==> src/bram_sdp.sv <==
/* simple dual-port ram
   one write port, one registered read port, zero at power-up */
`default_nettype none
`timescale 1ns/10ps

module bram_sdp #(
    parameter type data_t = logic [7:0],
    parameter int  DEPTH  = 256
) (
    input  wire logic clk_pix,
    input  wire logic we,
    input  wire logic [$clog2(DEPTH)-1:0] addr_write,
    input  wire logic [$clog2(DEPTH)-1:0] addr_read,
    input  wire data_t din,
    output data_t dout
);
    data_t mem [DEPTH] = '{default: '0};    // cleared at power-up

    always_ff @(posedge clk_pix) begin
        if (we) mem[addr_write] <= din;
        dout <= mem[addr_read];             // one cycle read latency
    end

    // caller keeps writes inside the array
    a_wr_addr: assert property (@(posedge clk_pix) we |-> addr_write < DEPTH);
endmodule

`default_nettype wire

==> config.mk <==
export PLATFORM = sky130hd
export DESIGN_NAME = bram_sdp
export DESIGN_NICKNAME = d
export VERILOG_FILES = /design/src/bram_sdp.sv
export SDC_FILE = /design/constraint.sdc
export NUM_CORES = 2
export LEC_CHECK = 0
export BUFFER_PORTS_ARGS = -buffer_cell sky130_fd_sc_hd__clkbuf_2
export CAP_MARGIN = 20
export CORE_MARGIN = 2
export CORE_UTILIZATION = 45
export DETAILED_ROUTE_END_ITERATION = 8
export MAX_ROUTING_LAYER = met4
export PLACE_DENSITY = 0.66
export RECOVER_POWER = 50
export SKIP_CTS_REPAIR_TIMING = 1
export SYNTH_ARGS = -nofsm -noshare
export SYNTH_HDL_FRONTEND = slang
export SYNTH_SLANG_ARGS = --single-unit
==> constraint.sdc <==
create_clock -name clk_pix -period 2.5 [get_ports clk_pix]
set_input_delay 0.25 -clock clk_pix [delete_from_list [all_inputs] [get_ports clk_pix]]
set_output_delay 0.25 -clock clk_pix [all_outputs]
set_load 0.01 [all_outputs]
# Word-level counts from Yosys, hierarchy flattened
# Memory sizes are Yosys's and may differ from the RTL's. A register that Yosys moved wholly into a read port is not among the register bits.
# Index checks and enable logic that the tools add are counted.
# totals
regBits	0
mem_bits_rw	2048
in_bits	26
output_inout_bits	8
memories	1
# mem_list
name	words	width	read_ports	rd_clocked_by_memory_dff	write_ports	line	rtl
mem	256	8	1	1	1	17	data_t mem [DEPTH] = '{default: '0};
# op_classes
muxes	2
# op_table
cell	n
1-bit two-way mux	2

# Depth between registers and ports, before layout
# logic_depth
word_depth	2
mapped_depth	11

# Worst setup path before layout
# OpenSTA, ideal clock, no wires.
# synth_path
path_kind	input to register
from	input port addr_read[0]
to	register dout[2] (netlist bit), read port of mem
setup_ns	0.131
t_arrival_ns	2.057
slack_ns	0.312
cell_stages	9
path_buffers	4
path_cell_list	buf_6 > buf_12 > buf_8 > buf_2 > mux4_2 > a22oi_1 > a21oi_1 > nor4_1 > nor4_2
# synth_rtl
item	line	rtl
start: declaration	13	input wire logic [$clog2(DEPTH)-1:0] addr_read,
end: declaration	15	output data_t dout

==> metrics.yaml <==
rows: 154
die_area_um2: 180200
syn-cell-area_um2: 79560
gp_congestion: 0.9111
place_area_um2: 87810
yosys.area_share.simple_pct: 2.628
async_flop_share_pct: 0
finalMaxSlewViolations: 234
syn_avg_cell_area_um2: 21.31
drt_iter0_markers: 5331
cp_slowest_cell: "mux4_2"
grtUsageMet1_pct: 30.73
setup_viol: 0
seq_area_frac_synth_pct: 77.50
fill_cells: 13520
path_clk_slew_ns: 0.06
slowest_delay_ns: 0.54
path_class: "reg2reg"
cts_max_path_buffers: 3
rr_worst_depth: 7
layout.nets: 4486
cts_tree: "done"
ys_seq_elements: 2056
crit_start: "mem[139][1]$_DFFE_PP_"
p_leak_nw: 29.86
yosys_warnings: 0
cp_common_cell: "mux4_2"
grt_usage_pct: 22.85
vdd_ir_drop_max_v: 0.0007127
multiInputGateArea_um2: 16510
htree_num_levels: 4
die_h_um: 424.5
r2r_end: "dout[1]$_DFF_P_"
synth_ff_type: "edfxtp_1"
synth_cells: 3733
fin_crit_sh_pct: 98.28
synth_xor_area_share_pct: 0
clock-sinks: 2056
outcome: "complete, but fails checks"
final_common_cell: "edfxtp_1"
dp_hpwl_um: 129700
gr-max-usage-layer: "met2"
numCtsBuffers: 197
tightest_slew_ns: 1.819
io_pins: 34
powerDensity_nw_per_um2: 760.2
synth_top_family_by_area: "multiplexers"
clock_skew_ns: 0.03238
ant_nets: 0
crit_family: "multiplexers"
grt_max_degree: 101
root_buffer: "clkbuf_16"
reg2reg_from: "mem[139][1]$_DFFE_PP_"
remaining_drc_errors: 0
fin_crit_ns: 2.457
grt_pass1_wl_um: 288800
timing.critical_path.cells: "mux4_2 -> mux4_2 -> nor2_1 -> buf_4 -> a2111oi_1 -> nor3_1 -> nor4_1"
layout_common_cells: "edfxtp_1, buf_4, mux4_2"
antenna_found_initial: 4
hold_depth: 5
use_met3_pct: 4.474
hold_violations: 0
worst_ep_required_time_ns: 3.19
port_buffers: 33
wl_per_cell_um: 28.72
maxCapViolations: 6
drive_above_1_share_pct: 29.32
dp.cells: 6594
vias_per_cell: 5.910
slew_headroom_pct: -21.30
fmax_mhz: 407.0
regArea_um2: 61660
finalPower_w: 0.07098
synth-compound-area-share_pct: 3.419
overflow: 0
hp-class: "in2reg"
clkLatencyLatePin_ns: 0.83
violations: "max-capacitance violations, max-slew violations"
arrival_ns: 3.15
crit_fanout: 1
wl_um: 200000
core_area_um2: 175900
drt-pass1-iter-count: 8
startpoint_type: "register"
final_area_um2: 93380
min_to: "dout[6]$_DFF_P_"
syn_nets: 3759
synth_cell_type_count: 55
area_growth_pct: 17.37
cp-end-kind: "register"
rsz0062_at_grt: "yes"
holdCritStartpoint: "addr_read[4]"
met2_usage_pct: 35.49
grt_pass1_vias: 41100
synth-edff-count: 2048
synth-adder-area-share_pct: 0
crit_buf_inv: 1
synthMuxAreaShare_pct: 14.62
start_util_pct: 45.22
vias: 41160
die_x_um: 424.5
instances_no_fill: 6964
r2r_slack_ns: 0.04
-- Yosys cell counts (3+ instances only) --
cell type | count | area [um2]
clkbuf_1 | 111 | 416.7
nand2_1 | 33 | 123.9
and2_1 | 6 | 37.54
nand4_1 | 10 | 62.56
o32ai_1 | 4 | 35.03
dfxtp_1 | 8 | 160.2
nor2_1 | 282 | 1059
or2_2 | 4 | 25.02
a21oi_1 | 96 | 480.5
buf_1 | 22 | 82.58
buf_8 | 13 | 195.2
o22ai_1 | 28 | 175.2
mux2i_1 | 134 | 1341
o22a_1 | 5 | 43.79
nand2b_1 | 8 | 50.05
buf_2 | 31 | 155.2
mux4_2 | 454 | 10220
nor2b_1 | 31 | 193.9
buf_6 | 21 | 236.5
a22o_1 | 8 | 70.07
buf_4 | 27 | 202.7
o221ai_1 | 46 | 402.9
a211oi_1 | 16 | 120.1
buf_12 | 8 | 160.2
o21ai_0 | 10 | 50.05
a22oi_1 | 133 | 998.5
nor4_1 | 24 | 150.1
nor3_1 | 22 | 110.1
o211ai_1 | 10 | 75.07
nand3_1 | 34 | 170.2
a221oi_1 | 13 | 113.9
nor4_2 | 3 | 37.54
edfxtp_1 | 2048 | 61500
-- layout make-up --
cell class	count	area share (%)
clock inverters	110	1.051
flip-flops and latches	2056	66.03
inverters	2	0.008040
diodes	2	0.005360
well taps	2340	3.135
clock buffers	251	5.610
multi-input cells	1442	17.68
repair buffers	761	6.475
-- worst register-to-register path, stage by stage, from the launching register on --
cell and delay, ns:
edfxtp_1 0.37, mux4_2 0.52, mux4_2 0.54, nor2_1 0.14, buf_4 0.14, a2111oi_1 0.05
nor3_1 0.45, nor4_1 0.12
-- per-layer routing --
metal / up-vias / routed length (um)
met4: 0 / 6557
met5: - / 0
met1: 21650 / 78900
met2: 2012 / 96560
li1: 17170 / -
met3: 328 / 18000
-- cell families (layout without fill, tap and decap cells) --
group	after synthesis	after routing
AO/OA/AOI/OAI	385	385
flip-flops	2056	2056
multiplexers	591	591
other	0	2
AND/OR/NAND/NOR	466	466
buffers and inverters	235	1124
-- flip-flops by register name, indices dropped and copies added (netlist names) --
register  flops
mem        2048
dout          8
-- worst max path at each step --
stage / endpoint / slack, ns / cells past startpoint
floorplan: dout[2]$_DFF_P_ / 0.31 / 9
global placement: dout[2]$_DFF_P_ / -1.00 / 11
detailed placement: dout[3]$_DFF_P_ / -0.67 / 11
CTS: dout[3]$_DFF_P_ / -0.17 / 8
global route: dout[3]$_DFF_P_ / -0.005 / 8
finish: dout[1]$_DFF_P_ / 0.04 / 7
-- where the power goes --
part	leakage, nW	total [W]	switching (W)	internal [W]
clock network	3.03	0.0289	0.0126	0.0163
registers	18.5	0.0381	0.0000780	0.0380
logic	8.37	0.00398	0.00239	0.00160
-- stage by stage --
step | setup slack, ns | hold WS, ns | setup TNS [ns] | util (%)
2_1_floorplan | 0.3121 | 0.3489 | 0 | -
3_3_place_gp | -1.004 | 0.5222 | -4.571 | 49.91
3_5_place_dp | -0.6726 | 0.5304 | -4.267 | 49.91
4_1_cts | -0.1715 | -0.3424 | -0.1962 | 53.45
5_1_grt | -0.004778 | 0.2379 | -0.007562 | 53.08
6_report | 0.04305 | 0.2375 | 0 | 53.08
Note: power is estimated with default switching activity, not from simulation.
