### src/raster_defines.svh
/* raster defines
   framebuffer size, 640x480 display timing and line buffer scale */
`ifndef RASTER_DEFINES_SVH
`define RASTER_DEFINES_SVH

// framebuffer in pixels
`define FB_WIDTH  160
`define FB_HEIGHT 120

`define LB_SCALE  4     // display pixels per fb pixel in each direction

// horizontal timing in pixels
`define H_RES     640
`define H_FP      16    // front porch
`define H_SYNC    96
`define H_TOTAL   800   // includes back porch

// vertical timing in lines
`define V_RES     480
`define V_FP      10
`define V_SYNC    2
`define V_TOTAL   525

// both sync pulses are active low

`endif

### src/raster_pkg.sv
/* raster package
   coordinate, address and colour types plus the fixed 4-entry palette */
`default_nettype none
`include "raster_defines.svh"

package raster_pkg;
    typedef logic [$clog2(`FB_WIDTH)-1:0] coord_t;       // fb coordinate
    typedef logic [$clog2(`H_TOTAL)-1:0] scr_coord_t;    // screen position
    typedef logic [$clog2(`FB_WIDTH*`FB_HEIGHT)-1:0] fb_addr_t;
    typedef logic [1:0] cidx_t;                          // colour index
    typedef logic [11:0] colr_t;                         // {r, g, b} 4 bits each

    // index to rgb
    localparam colr_t palette [4] = '{
        12'h000,    // black
        12'hf80,    // orange
        12'h0c4,    // green
        12'h28f     // blue
    };
endpackage

`default_nettype wire

### src/display_timings.sv
/* display timings
   640x480 screen position counter with sync, data enable and frame start */
`default_nettype none
`timescale 1ns/10ps
`include "raster_defines.svh"

module display_timings (
    input  wire logic clk_pix,
    input  wire logic arst_n,
    output raster_pkg::scr_coord_t sx,
    output raster_pkg::scr_coord_t sy,
    output logic hsync,
    output logic vsync,
    output logic de,
    output logic frame_start
);
    import raster_pkg::*;

    localparam int HS_STA = `H_RES + `H_FP;     // first sync pixel
    localparam int HS_END = HS_STA + `H_SYNC;
    localparam int VS_STA = `V_RES + `V_FP;     // first sync line
    localparam int VS_END = VS_STA + `V_SYNC;

    scr_coord_t sx_nxt, sy_nxt;

    // next position, outputs decode from it so they stay aligned with sx/sy
    always_comb begin
        sx_nxt = (sx == `H_TOTAL-1) ? '0 : sx + 1'b1;
        sy_nxt = sy;
        if (sx == `H_TOTAL-1) sy_nxt = (sy == `V_TOTAL-1) ? '0 : sy + 1'b1;
    end

    always_ff @(posedge clk_pix or negedge arst_n) begin
        if (!arst_n) begin
            sx <= '0;
            sy <= '0;
            hsync <= 1'b1;          // inactive
            vsync <= 1'b1;
            de <= 1'b0;
            frame_start <= 1'b0;
        end else begin
            sx <= sx_nxt;
            sy <= sy_nxt;
            hsync <= ~(sx_nxt >= HS_STA && sx_nxt < HS_END);
            vsync <= ~(sy_nxt >= VS_STA && sy_nxt < VS_END);
            de <= (sx_nxt < `H_RES) && (sy_nxt < `V_RES);
            frame_start <= (sx_nxt == 0) && (sy_nxt == `V_RES);  // vblank begins
        end
    end

    // line counter never runs past the blanking end
    a_sx_range: assert property (@(posedge clk_pix) disable iff (!arst_n)
        sx < `H_TOTAL);
endmodule

`default_nettype wire

### config.mk
export PLATFORM = sky130hd
export DESIGN_NAME = display_timings
export DESIGN_NICKNAME = d
export VERILOG_FILES = /design/src/raster_pkg.sv /design/src/display_timings.sv
export VERILOG_INCLUDE_DIRS = /design/src /design/src/src
export SDC_FILE = /design/constraint.sdc
export NUM_CORES = 1
export LEC_CHECK = 0
export ABC_AREA = 1
export BUFFER_PORTS_ARGS = -buffer_cell sky130_fd_sc_hd__buf_2
export CORE_MARGIN = 8
export CORE_UTILIZATION = 59
export CTS_CLUSTER_SIZE = 40
export DETAILED_ROUTE_END_ITERATION = 12
export GPL_TIMING_DRIVEN = 0
export PLACE_DENSITY = 0.95
export SLEW_MARGIN = 10
export SYNTH_ARGS = -nofsm -noshare
export SYNTH_HDL_FRONTEND = slang
export SYNTH_SLANG_ARGS = --single-unit
### constraint.sdc
create_clock -name clk_pix -period 3.5 [get_ports clk_pix]
set_clock_uncertainty 0.15 [all_clocks]
set_input_delay 0.35 -clock clk_pix [delete_from_list [all_inputs] [get_ports clk_pix]]
set_output_delay 0.35 -clock clk_pix [all_outputs]
set_load 0.01 [all_outputs]
# Word-level counts from Yosys, hierarchy flattened
# Index checks and enable logic that the tools add are counted.
[word_totals] in_bits=2 out_inout_bits=24 reg_bits=24
[op_classes] n_eq_ne=3 bitwise=2 n_reduce_logical=5 n_lt_le_gt_ge=6 n_addsub=2 mux=3
[op_table] op="$mux W10" n=3
[op_table] op="$add A10 B1 Y10 const B" n=2
[op_table] op="$eq A10 B10 Y1 const B" n=2
[op_table] op="$lt A10 B10 Y1 const B" n=2
[op_table] op="$lt A10 B9 Y1 const B" n=2
[op_table] op="$eq A10 B9 Y1 const B" n=1
[op_table] op="$ge A10 B10 Y1 const B" n=1
[op_table] op="$ge A10 B9 Y1 const B" n=1
[op_table] op="$logic_not A10 Y1" n=1
[op_table] op="$logic_and A1 B1 Y1" n=4
[op_table] op="$not A1 Y1" n=2

# Depth between registers and ports, before layout
# Gate-level depths: netlist of the first run.
[depth] depth_word=6 mapped_depth=13

# Worst setup path after synthesis of the first run
# Ideal clock, no wire load.
[synth_path] path_kind="register to register" from="register sx[0]" to="register de" t_arrival_ps=1558 path_slack_ps=1673 path_stages_with_launch=11 path_cell_list="dfrtp_1 ha_1 nand2_2 nor2_8 nand2_2 nor2_4 buf_6 nand4_1 o21ai_2 o21bai_1 nor2_1"
[synth_between] elab_chain_cells=4
[synth_rtl] element="start: declaration" line="display_timings.sv:10" rtl="output raster_pkg::scr_coord_t sx,"
[synth_rtl] element="start signal: assignment" line="display_timings.sv:42" rtl="sx <= sx_nxt;"
[synth_rtl] element="$eq A10 B10 Y1" line="display_timings.sv:30" rtl="if (sx == `H_TOTAL-1) sy_nxt = (sy == `V_TOTAL-1) ? '0 : sy + 1'b1;"
[synth_rtl] element="$mux W10" line="display_timings.sv:30"
[synth_rtl] element="net sy_nxt[9]" line="display_timings.sv:24" rtl="scr_coord_t sx_nxt, sy_nxt;"
[synth_rtl] element="$lt A10 B9 Y1 (no line)"
[synth_rtl] element="$logic_and A1 B1 Y1" line="display_timings.sv:46" rtl="de <= (sx_nxt < `H_RES) && (sy_nxt < `V_RES);"
[synth_rtl] element="end signal: assignment" line="display_timings.sv:46"
[synth_rtl] element="end: declaration" line="display_timings.sv:14" rtl="output logic de,"
# The timed path passes the listed nets, and every way through them passes these cells.

# Final worst setup path of the first run
[layout_path] from="register sy[0]" to="register frame_start"
[layout_between] elab_chain_cells=5
[layout_rtl] element="start: declaration" line="display_timings.sv:11" rtl="output raster_pkg::scr_coord_t sy,"
[layout_rtl] element="start signal: assignment" line="display_timings.sv:43" rtl="sy <= sy_nxt;"
[layout_rtl] element="$add A10 B1 Y10 or $eq A10 B10 Y1 (tied branches)" line="display_timings.sv:30"
[layout_rtl] element="$mux W10 (*) (2 in a row)" line="display_timings.sv:30"
[layout_rtl] element="net sy_nxt[2]" line="display_timings.sv:24"
[layout_rtl] element="$eq A10 B9 Y1 (no line) (*)"
[layout_rtl] element="$logic_and A1 B1 Y1 (*)" line="display_timings.sv:47" rtl="frame_start <= (sx_nxt == 0) && (sy_nxt == `V_RES);"
[layout_rtl] element="end signal: assignment" line="display_timings.sv:47"
[layout_rtl] element="end: declaration" line="display_timings.sv:15" rtl="output logic frame_start"
# The timed path passes the listed nets; every way through them passes the cells marked *.

==> impl_metrics.json, run 1 <==
{
  "core_area_sq_um": 2430,
  "setup_viol": 0,
  "die_area_sq_um": 4380,
  "drtIter0Drc": 86,
  "fmax_mhz": 481,
  "cap_violations": 0,
  "dr.pass1.iters": 4,
  "hold_viol": 0,
  "clock_latency_ps": 320,
  "grt_use_total_pct": 17.4,
  "ys_types": 29,
  "hpwl_um": 2630,
  "fin_hold_ws_ps": 363,
  "fin_area_sq_um": 1690,
  "htreeDepth": 1,
  "ys_top_cells_by_area": "dfrtp_1 (37%), nand2_1 (10%), inv_1 (6.6%)",
  "postCtsResizedCells": 0,
  "path_max_fanout": 6,
  "synth_top_cell_area_share_pct": 37.1,
  "drcViolationCount": 0,
  "required_ps": 3610,
  "die_w_um": 66.2,
  "std_cell_rows": 18,
  "placed_cell_area_sq_um": 1650,
  "tightest_slew_ps": 547,
  "outcome": "finished clean",
  "overflow": 0,
  "ant_nets": 0,
  "final_cell_count_no_fill": 252,
  "num_vias": 1374,
  "drv_slew": 0,
  "globalplace.congestion": 0.845,
  "power_density_nw_per_um2": 257,
  "clock-sinks": 24,
  "dp_cells": 247,
  "cts-hold-fix-buffers": 1,
  "syn_nets": 197,
  "nets": 228,
  "grt_pass1_wl_um": 6040,
  "cts-root-buf": "clkbuf_4",
  "vias_per_cell": 5.45,
  "leakagePower_nw": 0.876,
  "start_util_pct": 61.1,
  "fin_util_pct": 69.7,
  "min_path_type": "primary input to asynchronous set/reset pin",
  "final_layout_size_suffix_gt1_share_pct": 27.5,
  "post_drt_wl_per_cell_um": 13.7,
  "post_synth.cell_area_avg_sq_um": 7.74,
  "ir_drop_uv": 283,
  "cts_buffers": 3,
  "r2r_cells": 12,
  "ys_seq_elements": 24,
  "period_share_pct": 59.4,
  "final_common_cell": "nand2_1",
  "clk_pin_slew_ps": 140,
  "io_buffer_count": 25,
  "cpMostUsedCell": "nor2_1",
  "crit_arrival_ps": 2190,
  "synth_area_sq_um": 1490,
  "cp_cell_sequence": "inv_1 > ha_1 > inv_1 > nor2_1 > nand4_1 > nand3_2 > nand2_1 > nor2_1 > nand3_1 > nor2_1 > nand2_1 > nor2_2",
  "grt_pass1_vias": 1371,
  "cts_tree": "built",
  "antenna_found_initial": 0,
  "slowest_delay_ps": 480,
  "finalCriticalPeriod_ps": 2080,
  "pre_cts_ws_ps": 1480,
  "yosys_warnings": 0,
  "ios": 26,
  "die_h_um": 66.2,
  "syn_inst": 192,
  "clock_path_buffers": 2,
  "grt_start_max_net_pins": 25,
  "setup_tns_ps": 0,
  "worstSetupEndpointType": "flop",
  "final_cell_mix": "nand2_1 (41), inv_1 (26), buf_2 (25), dfrtp_1 (22), nor2_1 (21)",
  "crit_slowest_cell": "dfrtp_1",
  "startpoint_type": "flop",
  "yosysSeqAreaShare_pct": 40.6,
  "cts_setup_buffers": 0,
  "relSlewSlack_pct": 63.5,
  "worst_slack_ps": 1420,
  "totalWireLength_um": 3450,
  "worstSetupPathType": "flop to flop",
  "rsz0062_at_grt": "false",
  "antenna_cells": 0,
  "area_growth_pct": 14.1,
  "yosys.area.top_type": "dfrtp_1",
  "power.total_uw": 436
}
[power by group]
group	switching, mW	leakage, nW	internal [mW]	total (mW)
Sequential	0	0.309	0.277	0.277
Clock	0.0880	0.0210	0.0637	0.152
Combinational	0.00537	0.546	0.00112	0.00649
Total	0.0933	0.876	0.342	0.436
[flip-flops by register name, indices dropped and copies added, names as in the netlist]
register	cells
sx	10
sy	10
de	1
frame_start	1
hsync	1
vsync	1
[path summary, 6_finish.rpt]
path	from	end	slack, ps
min in group clk_pix	sx[0]$_DFF_PN0_	sx[0]$_DFF_PN0_	370
max in group asynchronous	arst_n	vsync$_DFF_PN1_	2460
min reg2reg	sx[0]$_DFF_PN0_	sx[0]$_DFF_PN0_	370
max	sy[0]$_DFF_PN0_	frame_start$_DFF_PN0_	1420
max reg2reg	sy[0]$_DFF_PN0_	frame_start$_DFF_PN0_	1420
min	arst_n	sx[4]$_DFF_PN0_	360
[synthesized netlist by cell type]
| master | instances |
|---|---|
| nand3_4 | 1 |
| o21ai_0 | 6 |
| dfstp_2 | 2 |
| nor2_4 | 4 |
| nor2_8 | 1 |
| o21bai_1 | 2 |
| or2_1 | 1 |
| nor3_1 | 3 |
| nand2_1 | 41 |
| ha_1 | 3 |
| o21ai_2 | 3 |
| or2_2 | 1 |
| clkinv_2 | 1 |
| buf_6 | 1 |
| nand2_2 | 5 |
| nor2_1 | 21 |
| nand4_1 | 9 |
| a21oi_1 | 2 |
| nand3b_1 | 1 |
| nand3_2 | 3 |
| nand3_1 | 18 |
| inv_2 | 5 |
| nand2_4 | 1 |
| inv_1 | 26 |
| clkinv_1 | 1 |
| nor2_2 | 4 |
| nor4_1 | 1 |
| xor2_1 | 3 |
| dfrtp_1 | 22 |
[cell families after synthesis]
family / synth area share, %
simple gates: 40.4
fa+ha+maj: 2.53
compound gates: 5.48
xor+xnor: 1.77
flops: 40.6
buf+inv: 9.18
[final cells by class]
type	instances	area, sq um
timing repair buffer	26	135
fill	189	738
multi-input combinational	134	746
tap	30	37.5
clock buffer	4	36.3
sequential	24	603
buffer	1	11.3
inverter	33	125
[worst max-delay path: cells and delay by family (launching register included)]
family	cells	cell delay, ps
simple gates	9	960
fa+ha+maj	1	200
flops	1	480
buf+inv	2	230
[layer usage]
layer / track usage (%) / up-vias / routed length (um) / part of all wire (%)
met2: 29.9 / 58 / 1700 / 49
met3: 3.22 / 8 / 254 / 7.4
met5: 0 / - / 0 / 0
met1: 20.0 / 630 / 1430 / 41
li1: - / 678 / - / -
met4: 8.53 / 0 / 61 / 1.8
Power figures use the tool's default switching activity.
==> run 2, diff against run 1 <==
--- a/config.mk
+++ b/config.mk
@@ -9,11 +9,11 @@
 export ABC_AREA = 1
 export BUFFER_PORTS_ARGS = -buffer_cell sky130_fd_sc_hd__buf_2
 export CORE_MARGIN = 8
-export CORE_UTILIZATION = 59
+export CORE_UTILIZATION = 50
 export CTS_CLUSTER_SIZE = 40
 export DETAILED_ROUTE_END_ITERATION = 12
 export GPL_TIMING_DRIVEN = 0
-export PLACE_DENSITY = 0.95
+export PLACE_DENSITY = 0.87
 export SLEW_MARGIN = 10
 export SYNTH_ARGS = -nofsm -noshare
 export SYNTH_HDL_FRONTEND = slang
==> constraint.sdc (replaced) <==
create_clock -name clk_pix -period 1.8 [get_ports clk_pix]
set_clock_uncertainty 0.15 [all_clocks]
set_input_delay 0.18 -clock clk_pix [delete_from_list [all_inputs] [get_ports clk_pix]]
set_output_delay 0.18 -clock clk_pix [all_outputs]
set_load 0.01 [all_outputs]
==> impl_metrics.json, run 2 (same netlist as run 1, synthesis figures left out) <==
{
  "outcome": "finished, violations left",
  "violations": "negative setup slack",
  "path_max_fanout": 5,
  "start_util_pct": 53.4,
  "grt_pass1_vias": 1301,
  "slowest_delay_ps": 470,
  "met1_usage_pct": 16.7,
  "std_cell_rows": 19,
  "relSlewSlack_pct": 65.4,
  "globalplace.congestion": 0.880,
  "startpoint_type": "flop",
  "p_sw_uw": 163,
  "grt_busiest_layer": "met2",
  "cp.depth": 12,
  "period_share_pct": 106,
  "worstSetupPathType": "flop to flop",
  "final_cell_mix": "nand2_1 (39), buf_2 (25), inv_1 (22), dfrtp_1 (21), nor2_1 (17)",
  "cap_violations": 0,
  "p_int_uw": 628,
  "clock_path_buffers": 2,
  "cp_top_family": "simple AND/OR/NAND/NOR gates",
  "cp_cell_sequence": "inv_4 > ha_4 > inv_2 > nor2_1 > nand4_1 > nand3_2 > nand2_2 > nor2_2 > nand3_1 > nor2_1 > nand2_1 > nor2_2",
  "r2r-end": "frame_start$_DFF_PN0_",
  "final_cell_count_no_fill": 265,
  "hold_viol": 0,
  "seqPwrFrac_pct": 68.2,
  "hpwl_um": 2640,
  "use_met3_pct": 3.25,
  "setup_viol": 3,
  "post_drt_wl_per_cell_um": 13.9,
  "final_common_cell": "nand2_1",
  "fin_area_sq_um": 1850,
  "rsz0062_at_grt": "true",
  "grt_pass1_wl_um": 5810,
  "dr.pass1.iters": 7,
  "core_area_sq_um": 2780,
  "finalCriticalPeriod_ps": 1910,
  "crit_start": "sy[0]$_DFF_PN0_",
  "required_ps": 1900,
  "switching_share_pct": 20.6,
  "cts_tree": "built",
  "cts-root-buf": "clkbuf_4",
  "top_regs": "sx: 10 flops, sy: 10 flops",
  "io_buffer_count": 25,
  "overflow": 0,
  "worstSetupEndpointType": "flop",
  "vias_per_cell": 5.37,
  "die_area_sq_um": 4970,
  "clk_pin_slew_ps": 120,
  "p_comb_share_pct": 1.6,
  "power.total_uw": 791,
  "antenna_found_initial": 0,
  "ir_drop_uv": 364,
  "clock-sinks": 24,
  "cts_buffers": 3,
  "grt_use_total_pct": 14.0,
  "power_density_nw_per_um2": 429,
  "r2r_cells": 12,
  "die_w_um": 70.5,
  "fmax_mhz": 523,
  "ant_nets": 0,
  "crit_arrival_ps": 2010,
  "totalWireLength_um": 3690,
  "placed_cell_area_sq_um": 1660,
  "grt_start_max_net_pins": 25,
  "die_h_um": 70.5,
  "antenna_cells": 0,
  "nets": 240,
  "regToRegSetupSlack_ps": -110,
  "drv_slew": 0,
  "dp_cells": 248,
  "final_layout_size_suffix_gt1_share_pct": 38.0,
  "worst_slack_ps": -112,
  "ios": 26,
  "htreeDepth": 1,
  "leakagePower_nw": 0.941,
  "clockPowerShare_pct": 30.3,
  "crit_end": "frame_start$_DFF_PN0_",
  "crit_buf_inv": 2,
  "area_growth_pct": 24.3,
  "reg2reg_from": "sy[0]$_DFF_PN0_",
  "crit_slowest_cell": "dfrtp_2",
  "tightest_slew_ps": 519,
  "drcViolationCount": 0,
  "clock_latency_ps": 310,
  "min_path_type": "primary input to asynchronous set/reset pin",
  "num_vias": 1423,
  "gr-usage-met2_pct": 23.2,
  "drtIter0Drc": 78,
  "fin_hold_ws_ps": 228
}
-- run 2: changes by cell type in the layout (fill, tap and decap cells not counted), moves of 2 or more --
cell	previous run	this run
nand3_1	18	16
buf_4	0	12
nand3_2	3	5
inv_1	26	22
nor2_1	21	17
inv_2	5	8
ha_4	0	2
ha_1	3	0
nor2_2	4	8
nand2_1	41	39
-- run 2: area by class of cell --
class / count / area [sq um]
fill: 218 / 936
multi-input combinational: 134 / 808
sequential: 24 / 604
timing repair buffer: 38 / 225
inverter: 33 / 128
tap: 31 / 38.8
clock buffer: 4 / 26.3
buffer: 1 / 15.0
-- run 2: power by group through the flow --
stage / logic, mW / clock network [mW] / registers, mW
6_report: 0.0124 / 0.239 / 0.539
5_1_grt: 0.0151 / 0.276 / 0.540
4_1_cts: 0.0131 / 0.251 / 0.539
3_5_place_dp: 0.0116 / 0 / 0.549
3_3_place_gp: 0.0114 / 0 / 0.549
2_1_floorplan: 0.000000439 / 0 / 0.550
-- run 2: worst register-to-register path: stages, from the launching register on --
cell	delay [ps]
dfrtp_2	470
inv_4	90
ha_4	130
inv_2	30
nor2_1	70
nand4_1	190
nand3_2	150
nand2_2	100
nor2_2	110
nand3_1	80
nor2_1	110
nand2_1	70
nor2_2	110
-- run 2: worst min-delay path by stage --
| stage | slack [ps] | from | cells after the start | end |
|---|---|---|---|---|
| 2_1_floorplan | -270 | arst_n | 0 | de$_DFF_PN0_ |
| 3_3_place_gp | 40 | arst_n | 1 | sx[4]$_DFF_PN0_ |
| 3_5_place_dp | 40 | arst_n | 1 | sx[4]$_DFF_PN0_ |
| 4_1_cts | 220 | arst_n | 2 | sx[4]$_DFF_PN0_ |
| 5_1_grt | 270 | arst_n | 2 | sx[7]$_DFF_PN0_ |
| 6_report | 230 | arst_n | 2 | sx[7]$_DFF_PN0_ |
-- run 2: repair_timing --
| item | 4_1_cts | 5_1_grt |
|---|---|---|
| buffers inserted | 4 | 8 |
| setup endpoints to repair | 4 | 5 |
| pin swaps | 4 | 15 |
| resized for setup | 4 | 17 |
| endpoints found under the hold margin | 22 | 0 |
| hold buffers | 1 | 0 |
-- run 2: metal layers --
| layer | vias up | wire (um) |
|---|---|---|
| met5 | - | 0 |
| met4 | 0 | 85 |
| met3 | 9 | 216 |
| met2 | 42 | 1850 |
| met1 | 671 | 1540 |
| li1 | 701 | - |
-- run 2: per-stage QoR --
stage               setup WS, ps  setup TNS, ps  util [%]
floorplan                   2.68              0         -
global placement            -107           -282      59.6
detailed placement          -132           -352      59.6
CTS                        -72.3           -212      62.5
global route                -324           -874      66.4
finish                      -112           -276      66.4
==> run 3, diff against run 2 <==
--- a/config.mk
+++ b/config.mk
@@ -9,11 +9,11 @@
 export ABC_AREA = 1
 export BUFFER_PORTS_ARGS = -buffer_cell sky130_fd_sc_hd__buf_2
 export CORE_MARGIN = 8
-export CORE_UTILIZATION = 50
+export CORE_UTILIZATION = 29
 export CTS_CLUSTER_SIZE = 40
 export DETAILED_ROUTE_END_ITERATION = 12
 export GPL_TIMING_DRIVEN = 0
-export PLACE_DENSITY = 0.87
+export PLACE_DENSITY = 0.61
 export SLEW_MARGIN = 10
 export SYNTH_ARGS = -nofsm -noshare
 export SYNTH_HDL_FRONTEND = slang
==> impl_metrics.json, run 3 (same netlist as run 1, synthesis figures left out) <==
{
  "relSlewSlack_pct": 63.2,
  "cp.depth": 12,
  "path_max_fanout": 5,
  "worst_slack_ps": -80.8,
  "r2r_cells": 12,
  "antenna_found_initial": 0,
  "die_w_um": 87.6,
  "rsz0062_at_grt": "true",
  "setup_viol": 2,
  "crit_slowest_cell": "dfrtp_1",
  "fmax_mhz": 532,
  "cts_tree": "built",
  "totalWireLength_um": 3670,
  "worstSetupEndpointType": "flop",
  "area_growth_pct": 31.5,
  "top_regs": "sx: 10 flops, sy: 10 flops",
  "final_layout_size_suffix_gt1_share_pct": 37.7,
  "globalplace.congestion": 0.796,
  "power_density_nw_per_um2": 472,
  "vias_per_cell": 4.44,
  "cpMostUsedCell": "nand2_2",
  "dr.pass1.iters": 4,
  "cts-root-buf": "clkbuf_8",
  "nets": 242,
  "clk_pin_slew_ps": 90,
  "period_share_pct": 104,
  "clock_latency_ps": 270,
  "cap_violations": 0,
  "die_h_um": 87.6,
  "required_ps": 1800,
  "finalCriticalPeriod_ps": 1880,
  "final_cell_mix": "nand2_1 (38), buf_2 (25), inv_1 (23), dfrtp_1 (20), nor2_1 (19)",
  "drv_slew": 0,
  "pre_cts_ws_ps": -151,
  "overflow": 0,
  "min_path_type": "primary input to asynchronous set/reset pin",
  "cp_top_family": "simple AND/OR/NAND/NOR gates",
  "grt_pass1_wl_um": 6110,
  "std_cell_rows": 26,
  "startpoint_type": "flop",
  "clock_path_buffers": 2,
  "fin_area_sq_um": 1950,
  "post_drt_wl_per_cell_um": 12.0,
  "hold_viol": 0,
  "crit_buf_inv": 2,
  "n_fill_cell": 523,
  "htreeDepth": 1,
  "start_util_pct": 29.6,
  "placed_cell_area_sq_um": 1710,
  "cts_buffers": 3,
  "drtIter0Drc": 57,
  "final_common_cell": "nand2_1",
  "leakagePower_nw": 0.970,
  "antenna_cells": 0,
  "clock-sinks": 24,
  "core_area_sq_um": 5010,
  "drcViolationCount": 0,
  "regToRegSetupSlack_ps": -80,
  "die_area_sq_um": 7670,
  "worstSetupPathType": "flop to flop",
  "num_vias": 1360,
  "slowest_delay_ps": 410,
  "ir_drop_uv": 350,
  "ant_nets": 0,
  "hpwl_um": 2750,
  "cp_cell_sequence": "ha_4 > nand2_4 > nor2_8 > nand2_2 > nor2_4 > buf_6 > or2_4 > nand2_2 > inv_2 > nand3_4 > o21bai_1 > nor2_1",
  "crit_arrival_ps": 1880,
  "violations": "negative setup slack",
  "ios": 26,
  "grt_pass1_vias": 1325,
  "io_buffer_count": 25,
  "grt_start_max_net_pins": 25,
  "tightest_slew_ps": 552,
  "grt_use_total_pct": 9.92,
  "outcome": "finished, violations left"
}
run 3: cell count changes in the layout (fill, tap and decap cells not counted), moves of 2 or more:
cell / previous run / this run
clkbuf_8: 0 / 4
nor2_2: 8 / 6
clkbuf_4: 3 / 0
nor2_1: 17 / 19
run 3: layout make-up:
cell class | instances | area [sq um] | area share, %
Multi-Input combinational cell | 134 | 806 | 41.3
Sequential cell | 24 | 606 | 31.0
Timing Repair Buffer | 40 | 256 | 13.1
Inverter | 33 | 128 | 6.53
Tap cell | 70 | 87.6 | 4.48
Clock buffer | 4 | 55.1 | 2.82
Buffer | 1 | 15.0 | 0.769
run 3: worst paths after layout:
check	from	to
max in group asynchronous	arst_n	sy[1]$_DFF_PN0_
min reg2reg	sx[0]$_DFF_PN0_	sx[1]$_DFF_PN0_
max	sx[0]$_DFF_PN0_	de$_DFF_PN0_
max reg2reg	sx[0]$_DFF_PN0_	de$_DFF_PN0_
min in group clk_pix	sx[0]$_DFF_PN0_	sx[1]$_DFF_PN0_
min	arst_n	sx[4]$_DFF_PN0_
run 3: where the power goes:
group / internal [mW] / switching [mW] / leakage (nW)
combinational: 0.00218 / 0.0106 / 0.636
sequential: 0.539 / 0 / 0.305
clock: 0.195 / 0.174 / 0.0288
total: 0.736 / 0.185 / 0.970
run 3: timing repair:
| action | 4_1_cts | 5_1_grt |
|---|---|---|
| setup endpoints to repair | 4 | 5 |
| endpoints found under the hold margin | 22 | 0 |
| resized for setup | 11 | 12 |
| setup buffers | 9 | 5 |
| pin swaps | 1 | 11 |
| hold buffers | 1 | 0 |
| gates cloned | 1 | 0 |
run 3: metal layers:
layer / global-route usage, % / share of wire (%) / vias to the layer above
li1: - / - / 705
met1: 12.4 / 48 / 624
met2: 16.9 / 48 / 27
met3: 1.78 / 3.5 / 4
met4: 2.81 / 0.98 / 0
met5: 0 / 0 / -
run 3: metrics by stage:
stage	setup TNS (ps)	hold WS (ps)	utilization, %	instances	power [mW]
finish	-153	272	39.0	306	0.921
global placement	-334	57.6	34.0	287	0.562
global route	-601	324	39.0	306	0.956
floorplan	0	-266	-	192	0.550
detailed placement	-386	51.5	34.0	287	0.562
CTS	-171	289	38.0	302	0.936
